File: config.mk
export PLATFORM = sky130hd
export DESIGN_NAME = riscv_core
export DESIGN_NICKNAME = d
export VERILOG_FILES = /design/src/source/core_pkg.sv /design/src/source/fetch_stage.sv /design/src/source/decode_stage.sv /design/src/source/reg_file.sv /design/src/source/execute_stage.sv /design/src/source/riscv_core.sv
export SDC_FILE = /design/constraint.sdc
export NUM_CORES = 2
export LEC_CHECK = 0
export BUFFER_PORTS_ARGS = -buffer_cell sky130_fd_sc_hd__buf_4
export CORE_MARGIN = 2
export CORE_UTILIZATION = 37
export DETAILED_ROUTE_END_ITERATION = 16
export GPL_ROUTABILITY_DRIVEN = 1
export GPL_TIMING_DRIVEN = 0
export SLEW_MARGIN = 0
export SYNTH_ARGS = -nofsm -noshare
export SYNTH_HDL_FRONTEND = slang
export SYNTH_SLANG_ARGS = --single-unit
File: constraint.sdc
create_clock -name clk -period 19.9 [get_ports clk]
set_input_delay 1.99 -clock clk [delete_from_list [all_inputs] [get_ports clk]]
set_output_delay 1.99 -clock clk [all_outputs]
set_load 0.01 [all_outputs]
File: src/source/core_pkg.sv
`default_nettype none

package core_pkg;

    localparam int xlen = 32;
    localparam int reg_addr_w = 5;

    // major opcodes of the supported classes
    localparam logic [6:0] op_reg    = 7'b0110011;
    localparam logic [6:0] op_imm    = 7'b0010011;
    localparam logic [6:0] op_lui    = 7'b0110111;
    localparam logic [6:0] op_auipc  = 7'b0010111;
    localparam logic [6:0] op_jal    = 7'b1101111;
    localparam logic [6:0] op_jalr   = 7'b1100111;
    localparam logic [6:0] op_branch = 7'b1100011;

    typedef enum logic [3:0] {
        alu_add,
        alu_sub,
        alu_sll,
        alu_slt,
        alu_sltu,
        alu_xor,
        alu_srl,
        alu_sra,
        alu_or,
        alu_and
    } alu_op_t;

    // how execute treats a decoded entry
    typedef enum logic [1:0] {
        kind_alu,
        kind_branch,
        kind_jump,
        kind_none
    } instr_kind_t;

    // one instruction word, seen through the format its opcode calls for
    typedef union packed {
        struct packed {
            logic [6:0]            funct7;
            logic [reg_addr_w-1:0] rs2;
            logic [reg_addr_w-1:0] rs1;
            logic [2:0]            funct3;
            logic [reg_addr_w-1:0] rd;
            logic [6:0]            opcode;
        } r_view;
        struct packed {
            logic [11:0]           imm12;
            logic [reg_addr_w-1:0] rs1;
            logic [2:0]            funct3;
            logic [reg_addr_w-1:0] rd;
            logic [6:0]            opcode;
        } i_view;
        struct packed {
            logic [19:0]           imm20;
            logic [reg_addr_w-1:0] rd;
            logic [6:0]            opcode;
        } u_view;
    } inst_word_t;

endpackage

`default_nettype wire

File: src/source/fetch_stage.sv
`timescale 1ns/1ps
`default_nettype none

module fetch_stage #(
    parameter logic [core_pkg::xlen-1:0] reset_pc = 32'h8000_0000
) (
    input  wire                       clk,
    input  wire                       reset,
    input  wire                       inst_valid,
    input  wire  [core_pkg::xlen-1:0] inst,
    input  wire                       fd_ready,
    input  wire                       redirect,
    input  wire  [core_pkg::xlen-1:0] redirect_pc,
    output logic [core_pkg::xlen-1:0] fetch_pc,
    output logic                      inst_ready,
    output logic                      fd_valid,
    output logic [core_pkg::xlen-1:0] fd_pc,
    output logic [core_pkg::xlen-1:0] fd_inst
);

    logic run;   // first fetch waits one cycle after reset
    logic fire;

    // take a word when the fetch/decode register is free or draining
    assign inst_ready = run && !redirect && (!fd_valid || fd_ready);
    assign fire = inst_valid && inst_ready;

    always_ff @(posedge clk) begin
        if (reset) begin
            run      <= 1'b0;
            fetch_pc <= reset_pc;
            fd_valid <= 1'b0;
        end else begin
            run <= 1'b1;
            if (redirect) begin
                fetch_pc <= redirect_pc;
                fd_valid <= 1'b0;   // wrong path entry
            end else if (fire) begin
                fetch_pc <= fetch_pc + 32'd4;
                fd_valid <= 1'b1;
            end else if (fd_ready) begin
                fd_valid <= 1'b0;
            end
        end
    end

    always_ff @(posedge clk) begin
        if (fire) begin
            fd_pc   <= fetch_pc;
            fd_inst <= inst;
        end
    end

    // a redirect blocks fetch and lands the target with an empty register
    a_redirect: assert property (@(posedge clk) disable iff (reset)
        redirect |-> !inst_ready ##1 (fetch_pc == $past(redirect_pc) && !fd_valid));

endmodule

`default_nettype wire

File: src/source/decode_stage.sv
`timescale 1ns/1ps
`default_nettype none

module decode_stage (
    input  wire                             clk,
    input  wire                             reset,
    input  wire                             fd_valid,
    input  wire  [core_pkg::xlen-1:0]       fd_pc,
    input  wire  [core_pkg::xlen-1:0]       fd_inst,
    input  wire                             de_ready,
    input  wire                             redirect,
    input  wire                             pend_valid,
    input  wire  [core_pkg::reg_addr_w-1:0] pend_rd,
    input  wire  [core_pkg::xlen-1:0]       rs1_data,
    input  wire  [core_pkg::xlen-1:0]       rs2_data,
    output logic                            fd_ready,
    output logic [core_pkg::reg_addr_w-1:0] rs1_addr,
    output logic [core_pkg::reg_addr_w-1:0] rs2_addr,
    output logic                            de_valid,
    output logic [core_pkg::xlen-1:0]       de_pc,
    output core_pkg::instr_kind_t           de_kind,
    output core_pkg::alu_op_t               de_alu_op,
    output logic [core_pkg::xlen-1:0]       de_op_a,
    output logic [core_pkg::xlen-1:0]       de_op_b,
    output logic [core_pkg::xlen-1:0]       de_src1,
    output logic [core_pkg::xlen-1:0]       de_src2,
    output logic [2:0]                      de_funct3,
    output logic [core_pkg::xlen-1:0]       de_target,
    output logic [core_pkg::reg_addr_w-1:0] de_rd,
    output logic                            de_we
);

    core_pkg::inst_word_t      iw;
    logic [6:0]                opcode;
    logic [6:0]                funct7;
    logic [core_pkg::xlen-1:0] imm_i, imm_b, imm_u, imm_j;
    core_pkg::instr_kind_t     kind;
    core_pkg::alu_op_t         alu_op;
    logic [core_pkg::xlen-1:0] op_a, op_b, target;
    logic                      we, use_rs1, use_rs2;
    logic                      hit1, hit2, stall, load;

    assign iw       = fd_inst;
    assign opcode   = iw.r_view.opcode;
    assign funct7   = iw.r_view.funct7;
    assign rs1_addr = iw.r_view.rs1;
    assign rs2_addr = iw.r_view.rs2;

    assign imm_i = {{20{iw.i_view.imm12[11]}}, iw.i_view.imm12};
    assign imm_u = {iw.u_view.imm20, 12'b0};
    // B scatters its bits over the funct7 and rd fields
    assign imm_b = {{20{funct7[6]}}, iw.r_view.rd[0], funct7[5:0], iw.r_view.rd[4:1], 1'b0};
    assign imm_j = {{12{iw.u_view.imm20[19]}}, iw.u_view.imm20[7:0], iw.u_view.imm20[8],
                    iw.u_view.imm20[18:9], 1'b0};

    always_comb begin
        kind    = core_pkg::kind_none;   // unsupported retires with no write
        we      = 1'b0;
        use_rs1 = 1'b0;
        use_rs2 = 1'b0;
        op_a    = rs1_data;
        op_b    = imm_i;
        target  = fd_pc + imm_b;
        case (opcode)
            core_pkg::op_reg: begin
                kind    = core_pkg::kind_alu;
                we      = 1'b1;
                use_rs1 = 1'b1;
                use_rs2 = 1'b1;
                op_b    = rs2_data;
            end
            core_pkg::op_imm: begin
                kind    = core_pkg::kind_alu;
                we      = 1'b1;
                use_rs1 = 1'b1;
            end
            core_pkg::op_lui: begin
                kind = core_pkg::kind_alu;
                we   = 1'b1;
                op_a = '0;
                op_b = imm_u;
            end
            core_pkg::op_auipc: begin
                kind = core_pkg::kind_alu;
                we   = 1'b1;
                op_a = fd_pc;
                op_b = imm_u;
            end
            core_pkg::op_jal: begin
                kind   = core_pkg::kind_jump;
                we     = 1'b1;
                target = fd_pc + imm_j;
            end
            core_pkg::op_jalr: begin
                kind    = core_pkg::kind_jump;
                we      = 1'b1;
                use_rs1 = 1'b1;
                target  = (rs1_data + imm_i) & ~32'd1;
            end
            core_pkg::op_branch: begin
                kind    = core_pkg::kind_branch;
                use_rs1 = 1'b1;
                use_rs2 = 1'b1;
            end
            default: ;
        endcase
    end

    always_comb begin
        alu_op = core_pkg::alu_add;   // lui, auipc and addi
        if (opcode == core_pkg::op_reg || opcode == core_pkg::op_imm) begin
            case (iw.r_view.funct3)
                3'b000: begin
                    if (opcode == core_pkg::op_reg && funct7[5])
                        alu_op = core_pkg::alu_sub;
                end
                3'b001: alu_op = core_pkg::alu_sll;
                3'b010: alu_op = core_pkg::alu_slt;
                3'b011: alu_op = core_pkg::alu_sltu;
                3'b100: alu_op = core_pkg::alu_xor;
                3'b101: alu_op = funct7[5] ? core_pkg::alu_sra : core_pkg::alu_srl;
                3'b110: alu_op = core_pkg::alu_or;
                default: alu_op = core_pkg::alu_and;
            endcase
        end
    end

    // read after write against the de entry and the waiting retire record
    assign hit1 = use_rs1 && rs1_addr != '0 &&
                  ((de_valid && de_we && de_rd == rs1_addr) || (pend_valid && pend_rd == rs1_addr));
    assign hit2 = use_rs2 && rs2_addr != '0 &&
                  ((de_valid && de_we && de_rd == rs2_addr) || (pend_valid && pend_rd == rs2_addr));
    assign stall = hit1 || hit2;

    assign fd_ready = !stall && !redirect && (!de_valid || de_ready);
    assign load = fd_valid && fd_ready;

    always_ff @(posedge clk) begin
        if (reset)
            de_valid <= 1'b0;
        else if (load)
            de_valid <= 1'b1;
        else if (de_ready)
            de_valid <= 1'b0;
    end

    always_ff @(posedge clk) begin
        if (load) begin
            de_pc     <= fd_pc;
            de_kind   <= kind;
            de_alu_op <= alu_op;
            de_op_a   <= op_a;
            de_op_b   <= op_b;
            de_src1   <= rs1_data;
            de_src2   <= rs2_data;
            de_funct3 <= iw.r_view.funct3;
            de_target <= target;
            de_rd     <= iw.r_view.rd;
            de_we     <= we;
        end
    end

endmodule

`default_nettype wire

File: src/source/reg_file.sv
`timescale 1ns/1ps
`default_nettype none

module reg_file (
    input  wire                             clk,
    input  wire  [core_pkg::reg_addr_w-1:0] rs1_addr,
    input  wire  [core_pkg::reg_addr_w-1:0] rs2_addr,
    input  wire                             rf_we,
    input  wire  [core_pkg::reg_addr_w-1:0] rf_waddr,
    input  wire  [core_pkg::xlen-1:0]       rf_wdata,
    output logic [core_pkg::xlen-1:0]       rs1_data,
    output logic [core_pkg::xlen-1:0]       rs2_data
);

    logic [core_pkg::xlen-1:0] regs [32];

    always_ff @(posedge clk) begin
        if (rf_we)
            regs[rf_waddr] <= rf_wdata;
    end

    // x0 is never stored, so mask it on read
    assign rs1_data = (rs1_addr == '0) ? '0 : regs[rs1_addr];
    assign rs2_data = (rs2_addr == '0) ? '0 : regs[rs2_addr];

    // execute filters x0 writes before they get here
    a_no_x0: assert property (@(posedge clk) rf_we |-> rf_waddr != '0);

endmodule

`default_nettype wire

File: src/source/execute_stage.sv
`timescale 1ns/1ps
`default_nettype none

module execute_stage (
    input  wire                             clk,
    input  wire                             reset,
    input  wire                             de_valid,
    input  wire  [core_pkg::xlen-1:0]       de_pc,
    input  core_pkg::instr_kind_t           de_kind,
    input  core_pkg::alu_op_t               de_alu_op,
    input  wire  [core_pkg::xlen-1:0]       de_op_a,
    input  wire  [core_pkg::xlen-1:0]       de_op_b,
    input  wire  [core_pkg::xlen-1:0]       de_src1,
    input  wire  [core_pkg::xlen-1:0]       de_src2,
    input  wire  [2:0]                      de_funct3,
    input  wire  [core_pkg::xlen-1:0]       de_target,
    input  wire  [core_pkg::reg_addr_w-1:0] de_rd,
    input  wire                             de_we,
    input  wire                             retire_ready,
    output logic                            de_ready,
    output logic                            redirect,
    output logic [core_pkg::xlen-1:0]       redirect_pc,
    output logic                            pend_valid,
    output logic [core_pkg::reg_addr_w-1:0] pend_rd,
    output logic                            rf_we,
    output logic [core_pkg::reg_addr_w-1:0] rf_waddr,
    output logic [core_pkg::xlen-1:0]       rf_wdata,
    output logic                            retire_valid,
    output logic [core_pkg::xlen-1:0]       retire_pc,
    output logic [core_pkg::reg_addr_w-1:0] retire_rd,
    output logic [core_pkg::xlen-1:0]       retire_data,
    output logic                            retire_we
);

    logic [core_pkg::xlen-1:0] alu_res;
    logic                      taken;
    logic                      accept;

    always_comb begin
        case (de_alu_op)
            core_pkg::alu_sub:  alu_res = de_op_a - de_op_b;
            core_pkg::alu_sll:  alu_res = de_op_a << de_op_b[4:0];
            core_pkg::alu_slt:  alu_res = {31'b0, $signed(de_op_a) < $signed(de_op_b)};
            core_pkg::alu_sltu: alu_res = {31'b0, de_op_a < de_op_b};
            core_pkg::alu_xor:  alu_res = de_op_a ^ de_op_b;
            core_pkg::alu_srl:  alu_res = de_op_a >> de_op_b[4:0];
            core_pkg::alu_sra:  alu_res = $unsigned($signed(de_op_a) >>> de_op_b[4:0]);
            core_pkg::alu_or:   alu_res = de_op_a | de_op_b;
            core_pkg::alu_and:  alu_res = de_op_a & de_op_b;
            default:            alu_res = de_op_a + de_op_b;
        endcase
    end

    always_comb begin
        case (de_funct3)
            3'b000:  taken = de_src1 == de_src2;
            3'b001:  taken = de_src1 != de_src2;
            3'b100:  taken = $signed(de_src1) < $signed(de_src2);
            3'b101:  taken = $signed(de_src1) >= $signed(de_src2);
            3'b110:  taken = de_src1 < de_src2;
            3'b111:  taken = de_src1 >= de_src2;
            default: taken = 1'b0;   // reserved funct3 falls through
        endcase
    end

    assign de_ready = !retire_valid || retire_ready;
    assign accept = de_valid && de_ready;

    assign redirect = accept && (de_kind == core_pkg::kind_jump ||
                                 (de_kind == core_pkg::kind_branch && taken));
    assign redirect_pc = de_target;

    always_ff @(posedge clk) begin
        if (reset)
            retire_valid <= 1'b0;
        else if (accept)
            retire_valid <= 1'b1;
        else if (retire_ready)
            retire_valid <= 1'b0;
    end

    always_ff @(posedge clk) begin
        if (accept) begin
            retire_pc   <= de_pc;
            retire_rd   <= de_rd;
            retire_we   <= de_we;
            retire_data <= (de_kind == core_pkg::kind_jump) ? de_pc + 32'd4 : alu_res;   // link
        end
    end

    assign pend_valid = retire_valid && retire_we && retire_rd != '0;
    assign pend_rd    = retire_rd;

    // register write happens at handoff
    assign rf_we    = pend_valid && retire_ready;
    assign rf_waddr = retire_rd;
    assign rf_wdata = retire_data;

    a_hold: assert property (@(posedge clk) disable iff (reset)
        retire_valid && !retire_ready |=> retire_valid &&
            $stable({retire_pc, retire_rd, retire_data, retire_we}));

endmodule

`default_nettype wire

File: src/source/riscv_core.sv
`timescale 1ns/1ps
`default_nettype none

module riscv_core #(
    parameter logic [core_pkg::xlen-1:0] reset_pc = 32'h8000_0000
) (
    input  wire                             clk,
    input  wire                             reset,
    input  wire                             inst_valid,
    input  wire  [core_pkg::xlen-1:0]       inst,
    input  wire                             retire_ready,
    output logic [core_pkg::xlen-1:0]       fetch_pc,
    output logic                            inst_ready,
    output logic                            retire_valid,
    output logic [core_pkg::xlen-1:0]       retire_pc,
    output logic [core_pkg::reg_addr_w-1:0] retire_rd,
    output logic [core_pkg::xlen-1:0]       retire_data,
    output logic                            retire_we
);

    // fetch to decode
    logic                            fd_valid, fd_ready;
    logic [core_pkg::xlen-1:0]       fd_pc, fd_inst;

    // decode to execute
    logic                            de_valid, de_ready, de_we;
    logic [core_pkg::xlen-1:0]       de_pc, de_op_a, de_op_b, de_src1, de_src2, de_target;
    core_pkg::instr_kind_t           de_kind;
    core_pkg::alu_op_t               de_alu_op;
    logic [2:0]                      de_funct3;
    logic [core_pkg::reg_addr_w-1:0] de_rd;

    logic                            redirect;
    logic [core_pkg::xlen-1:0]       redirect_pc;
    logic                            pend_valid;
    logic [core_pkg::reg_addr_w-1:0] pend_rd;

    // register file ports
    logic [core_pkg::reg_addr_w-1:0] rs1_addr, rs2_addr, rf_waddr;
    logic [core_pkg::xlen-1:0]       rs1_data, rs2_data, rf_wdata;
    logic                            rf_we;

    fetch_stage #(
        .reset_pc(reset_pc)
    ) fetch_stage_i (
        .clk(clk), .reset(reset),
        .inst_valid(inst_valid), .inst(inst),
        .fd_ready(fd_ready), .redirect(redirect), .redirect_pc(redirect_pc),
        .fetch_pc(fetch_pc), .inst_ready(inst_ready),
        .fd_valid(fd_valid), .fd_pc(fd_pc), .fd_inst(fd_inst)
    );

    decode_stage decode_stage_i (
        .clk(clk), .reset(reset),
        .fd_valid(fd_valid), .fd_pc(fd_pc), .fd_inst(fd_inst),
        .de_ready(de_ready), .redirect(redirect),
        .pend_valid(pend_valid), .pend_rd(pend_rd),
        .rs1_data(rs1_data), .rs2_data(rs2_data),
        .fd_ready(fd_ready), .rs1_addr(rs1_addr), .rs2_addr(rs2_addr),
        .de_valid(de_valid), .de_pc(de_pc), .de_kind(de_kind), .de_alu_op(de_alu_op),
        .de_op_a(de_op_a), .de_op_b(de_op_b), .de_src1(de_src1), .de_src2(de_src2),
        .de_funct3(de_funct3), .de_target(de_target), .de_rd(de_rd), .de_we(de_we)
    );

    reg_file reg_file_i (
        .clk(clk),
        .rs1_addr(rs1_addr), .rs2_addr(rs2_addr),
        .rf_we(rf_we), .rf_waddr(rf_waddr), .rf_wdata(rf_wdata),
        .rs1_data(rs1_data), .rs2_data(rs2_data)
    );

    execute_stage execute_stage_i (
        .clk(clk), .reset(reset),
        .de_valid(de_valid), .de_pc(de_pc), .de_kind(de_kind), .de_alu_op(de_alu_op),
        .de_op_a(de_op_a), .de_op_b(de_op_b), .de_src1(de_src1), .de_src2(de_src2),
        .de_funct3(de_funct3), .de_target(de_target), .de_rd(de_rd), .de_we(de_we),
        .retire_ready(retire_ready),
        .de_ready(de_ready), .redirect(redirect), .redirect_pc(redirect_pc),
        .pend_valid(pend_valid), .pend_rd(pend_rd),
        .rf_we(rf_we), .rf_waddr(rf_waddr), .rf_wdata(rf_wdata),
        .retire_valid(retire_valid), .retire_pc(retire_pc), .retire_rd(retire_rd),
        .retire_data(retire_data), .retire_we(retire_we)
    );

endmodule

`default_nettype wire

==> results.py <==
metrics = {
    "clocking": {
        "clock_sinks": 1411,
        "cts_buffers": 150,
        "clk_pin_slew_ns": 0.06,
        "ctsHoldBuffers": 0,
        "cts_setup_buffers": 0,
        "cts.path.max_buffers": 3,
        "worstSkewPairLatency_ns": 0.82,
        "htree_levels": 4,
        "cts_tree": "built",
        "root_buffer": "clkbuf_16",
        "cts.repair.resized": 0,
    },
    "power_and_ir_drop": {
        "internal_power_w": 0.00525,
        "swShare_pct": 26.7,
        "cellPowerDensity_mw_per_mm2": 83.2,
        "power_frac_comb_pct": 13.5,
        "clock_power_share_pct": 40.0,
        "p_leak_nw": 28.9,
        "switchingPower_w": 0.00191,
        "ir_drop_mv": 0.0870,
        "seq_power_share_pct": 46.5,
    },
    "routing": {
        "drt_pass1_iterations": 9,
        "vias": 51800,
        "viasPerCell": 6.40,
        "drc": 0,
        "first_iter_violations": 7882,
        "wire_per_inst_um": 36.7,
        "antenna_left": 0,
        "routed_wl_um": 297000,
    },
    "floorplanning": {
        "ioPinCount": 140,
        "core_sq_mm": 0.200,
        "die_y_um": 453,
        "core.rowCount": 164,
        "die_x_um": 453,
        "floorplan.initialDensity_pct": 37.3,
        "dieArea_sq_mm": 0.206,
    },
    "setup_path": {
        "crit_required_ns": 20.37,
        "worstPathArrival_ns": 9.21,
        "slowest_stage": "clkbuf_1",
        "cp-end-kind": "flop",
        "worstPathMaxFanout": 10,
        "crit_chain": "buf_4 -> buf_4 -> buf_2 -> clkbuf_1 -> clkbuf_1 -> mux4_2 -> mux4_2 -> nand2_1 -> a21oi_1 -> ha_1 -> a21o_1 -> a21o_1 -> a211o_1 -> a21oi_1 -> nand3_1 -> o221ai_1 -> o21ai_0 -> o311a_1 -> o311ai_0 -> o21ai_0",
        "max_stage_delay_ns": 1.21,
        "criticalPathCategory": "reg -> reg",
        "critPathTopFamily": "compound AO/OA/AOI/OAI gates",
        "critPathBufInv": 5,
        "startpoint_type": "flop",
    },
    "placed_design": {
        "dp_slack_ns": 11.63,
        "gp_congestion": 0.961,
        "port_buffers": 139,
        "placed_cell_area_sq_mm": 0.0808,
        "hpwlAfterDp_um": 217000,
    },
    "yosys": {
        "ys.flop_type": "edfxtp_1",
        "ys.warnings.count": 0,
        "synth_area_sq_mm": 0.0747,
        "synth_edf_count": 1365,
        "syn_avg_cell_area_sq_um": 15.3,
        "synthCells": 4899,
        "synth-seq-area-share_pct": 56.1,
        "async_flop_share_pct": 0,
        "ys_ff_latch": 1411,
        "synth_cell_types": 107,
    },
    "sta": {
        "fin_skew_ns": 0.0721,
        "finalWorstSetupSlack_ns": 11.16,
        "relSlewSlack_pct": -13.0,
        "final.period_utilization_pct": 43.9,
        "finalCriticalPeriod_ns": 8.74,
        "worst_pin_slew_ns": 1.68,
        "rsz0062_at_grt": "no",
        "fmaxAchievable_ghz": 0.114,
        "drv_slew": 28,
        "finalHoldViolations": 0,
        "final-setup-viol-count": 0,
    },
    "final_layout": {
        "n_fill_cell": 18000,
        "area_growth_pct": 15.1,
        "finish.utilization_pct": 42.9,
        "drive_above_1_share_pct": 23.8,
        "final_nets": 5526,
        "post-route-cell-area_sq_mm": 0.0860,
    },
    "hold_path": {
        "holdCritPathClass": "reg -> reg",
    },
    "global_route": {
        "grt_pass1_wl_um": 404000,
        "grt_usage_pct": 28.5,
        "gr-total-overflow": 0,
        "grt_max_degree": 58,
        "grt_pass1_vias": 49400,
        "grt_antenna_before_repair": 19,
    },
    "flow_run": {
        "maxCapViolCount": 4,
    },
    "run_status": {
        "status": "finished, violations left",
        "violations": "capacitance limit, slew limit",
    },
}
cell families after synthesis:
group | after synthesis | share of synthesized area (%)
flip-flops | 1411 | 56.1
adder cells (fa/ha/maj) | 195 | 3.31
multiplexers | 781 | 22.0
other | 1 | 0.00502
AO/OA/AOI/OAI | 891 | 7.98
buffers and inverters | 493 | 2.71
XOR/XNOR | 143 | 1.68
AND/OR/NAND/NOR | 984 | 6.20
routing by layer:
| layer | global-route usage [%] | wire, um |
|---|---|---|
| met1 | 37.0 | 111000 |
| met2 | 43.8 | 134000 |
| met3 | 7.13 | 32100 |
| met4 | 15.4 | 19300 |
| met5 | 0 | 60 |
power by group through the flow:
stage	Sequential, W	Clock [W]	Combinational, W
2_1_floorplan	0.00337	0	0.000557
3_3_place_gp	0.00340	0	0.000919
3_5_place_dp	0.00339	0	0.000928
4_1_cts	0.00333	0.00288	0.000932
5_1_grt	0.00333	0.00299	0.000992
6_report	0.00333	0.00286	0.000963
cell usage in the layout (no fill, tap or decap), types with 72 or more instances in the layout:
master     count
a21oi_1      245
clkbuf_1     243
inv_1        155
edfxtp_1    1365
xnor2_1       72
nand2_1      353
nor2_1       228
clkbuf_16    153
o21ai_0      167
mux4_2       684
mux2i_1       72
buf_4        148
ha_1         191
nand3_1       76
metrics by stage:
step	cells	power, W	setup TNS, ns	hold WS (ns)
2_1_floorplan	4930	0.00392	0	0.424
3_3_place_gp	7725	0.00432	-1474.93	0.454
3_5_place_dp	7794	0.00432	0	0.457
4_1_cts	8070	0.00714	0	0.472
5_1_grt	8081	0.00731	0	0.492
6_report	8086	0.00716	0	0.465
worst register-to-register path: stages (launching register included):
cell,delay (ns)
dfxtp_1,0.31
buf_4,0.19
buf_4,0.24
buf_2,0.37
clkbuf_1,0.77
clkbuf_1,1.21
mux4_2,0.44
mux4_2,0.30
nand2_1,0.12
a21oi_1,1.13
ha_1,0.49
a21o_1,0.20
a21o_1,0.18
a211o_1,0.29
a21oi_1,0.15
nand3_1,0.19
o221ai_1,0.42
o21ai_0,0.27
o311a_1,0.33
o311ai_0,0.60
o21ai_0,0.22
Yosys cell counts (all sizes together), types with 39 or more instances:
| cell | number | share of area [%] |
|---|---|---|
| a21oi | 253 | 1.7 |
| edfxtp | 1365 | 55 |
| buf | 116 | 0.82 |
| inv | 160 | 0.80 |
| a211oi | 39 | 0.41 |
| o21ai | 206 | 1.4 |
| a21o | 67 | 0.67 |
| xor2 | 71 | 0.83 |
| nand3 | 76 | 0.51 |
| mux4 | 688 | 21 |
| nand2b | 41 | 0.34 |
| nand2 | 353 | 1.8 |
| nand3b | 40 | 0.40 |
| dfxtp | 46 | 1.2 |
| xnor2 | 72 | 0.84 |
| ha | 191 | 3.2 |
| nor3 | 44 | 0.31 |
| clkbuf | 216 | 1.1 |
| nor2 | 262 | 1.3 |
| mux2i | 72 | 0.96 |
layout make-up:
class	instances	area, sq um	area share (%)
clock buffers	190	4030	4.68
flip-flops and latches	1411	41900	48.7
repair buffers	213	2460	2.86
well taps	2656	3320	3.86
diodes	11	27.5	0.0320
clock inverters	86	978	1.14
plain buffers	332	1430	1.67
multi-input cells	3026	31200	36.3
inverters	161	607	0.706
final timing paths:
kind	depth (start not counted)	endpoint	startpoint	slack, ns
max	20	decode_stage_i.de_target[28]$_DFFE_PP_	flop	11.16
min	0	fetch_stage_i.fd_pc[0]$_DFFE_PP_	fetch_stage_i.fetch_pc[0]$_SDFFE_PP0P_	0.46
max reg2reg	20	decode_stage_i.de_target[28]$_DFFE_PP_	flop	11.16
min reg2reg	0	fetch_stage_i.fd_pc[0]$_DFFE_PP_	fetch_stage_i.fetch_pc[0]$_SDFFE_PP0P_	0.46
state kept, by name, summed over array words and instances (netlist names), named ones only:
name / count
decode_stage_i.de_src2: 32
decode_stage_i.de_target: 32
fetch_stage_i.fd_valid: 1
decode_stage_i.de_op_b: 32
execute_stage_i.pend_rd: 5
execute_stage_i.retire_pc: 32
decode_stage_i.de_rd: 5
decode_stage_i.de_valid: 1
decode_stage_i.de_we: 1
fetch_stage_i.fd_pc: 32
execute_stage_i.retire_data: 32
decode_stage_i.de_op_a: 32
fetch_stage_i.fetch_pc: 32
fetch_stage_i.fd_inst: 32
decode_stage_i.de_alu_op: 4
decode_stage_i.de_kind: 2
decode_stage_i.de_pc: 32
decode_stage_i.de_src1: 32
reg_file_i.regs: 1024
decode_stage_i.de_funct3: 3
execute_stage_i.retire_we: 1
fetch_stage_i.run: 1
execute_stage_i.retire_valid: 1
Note: power is estimated with default switching activity, not from simulation.
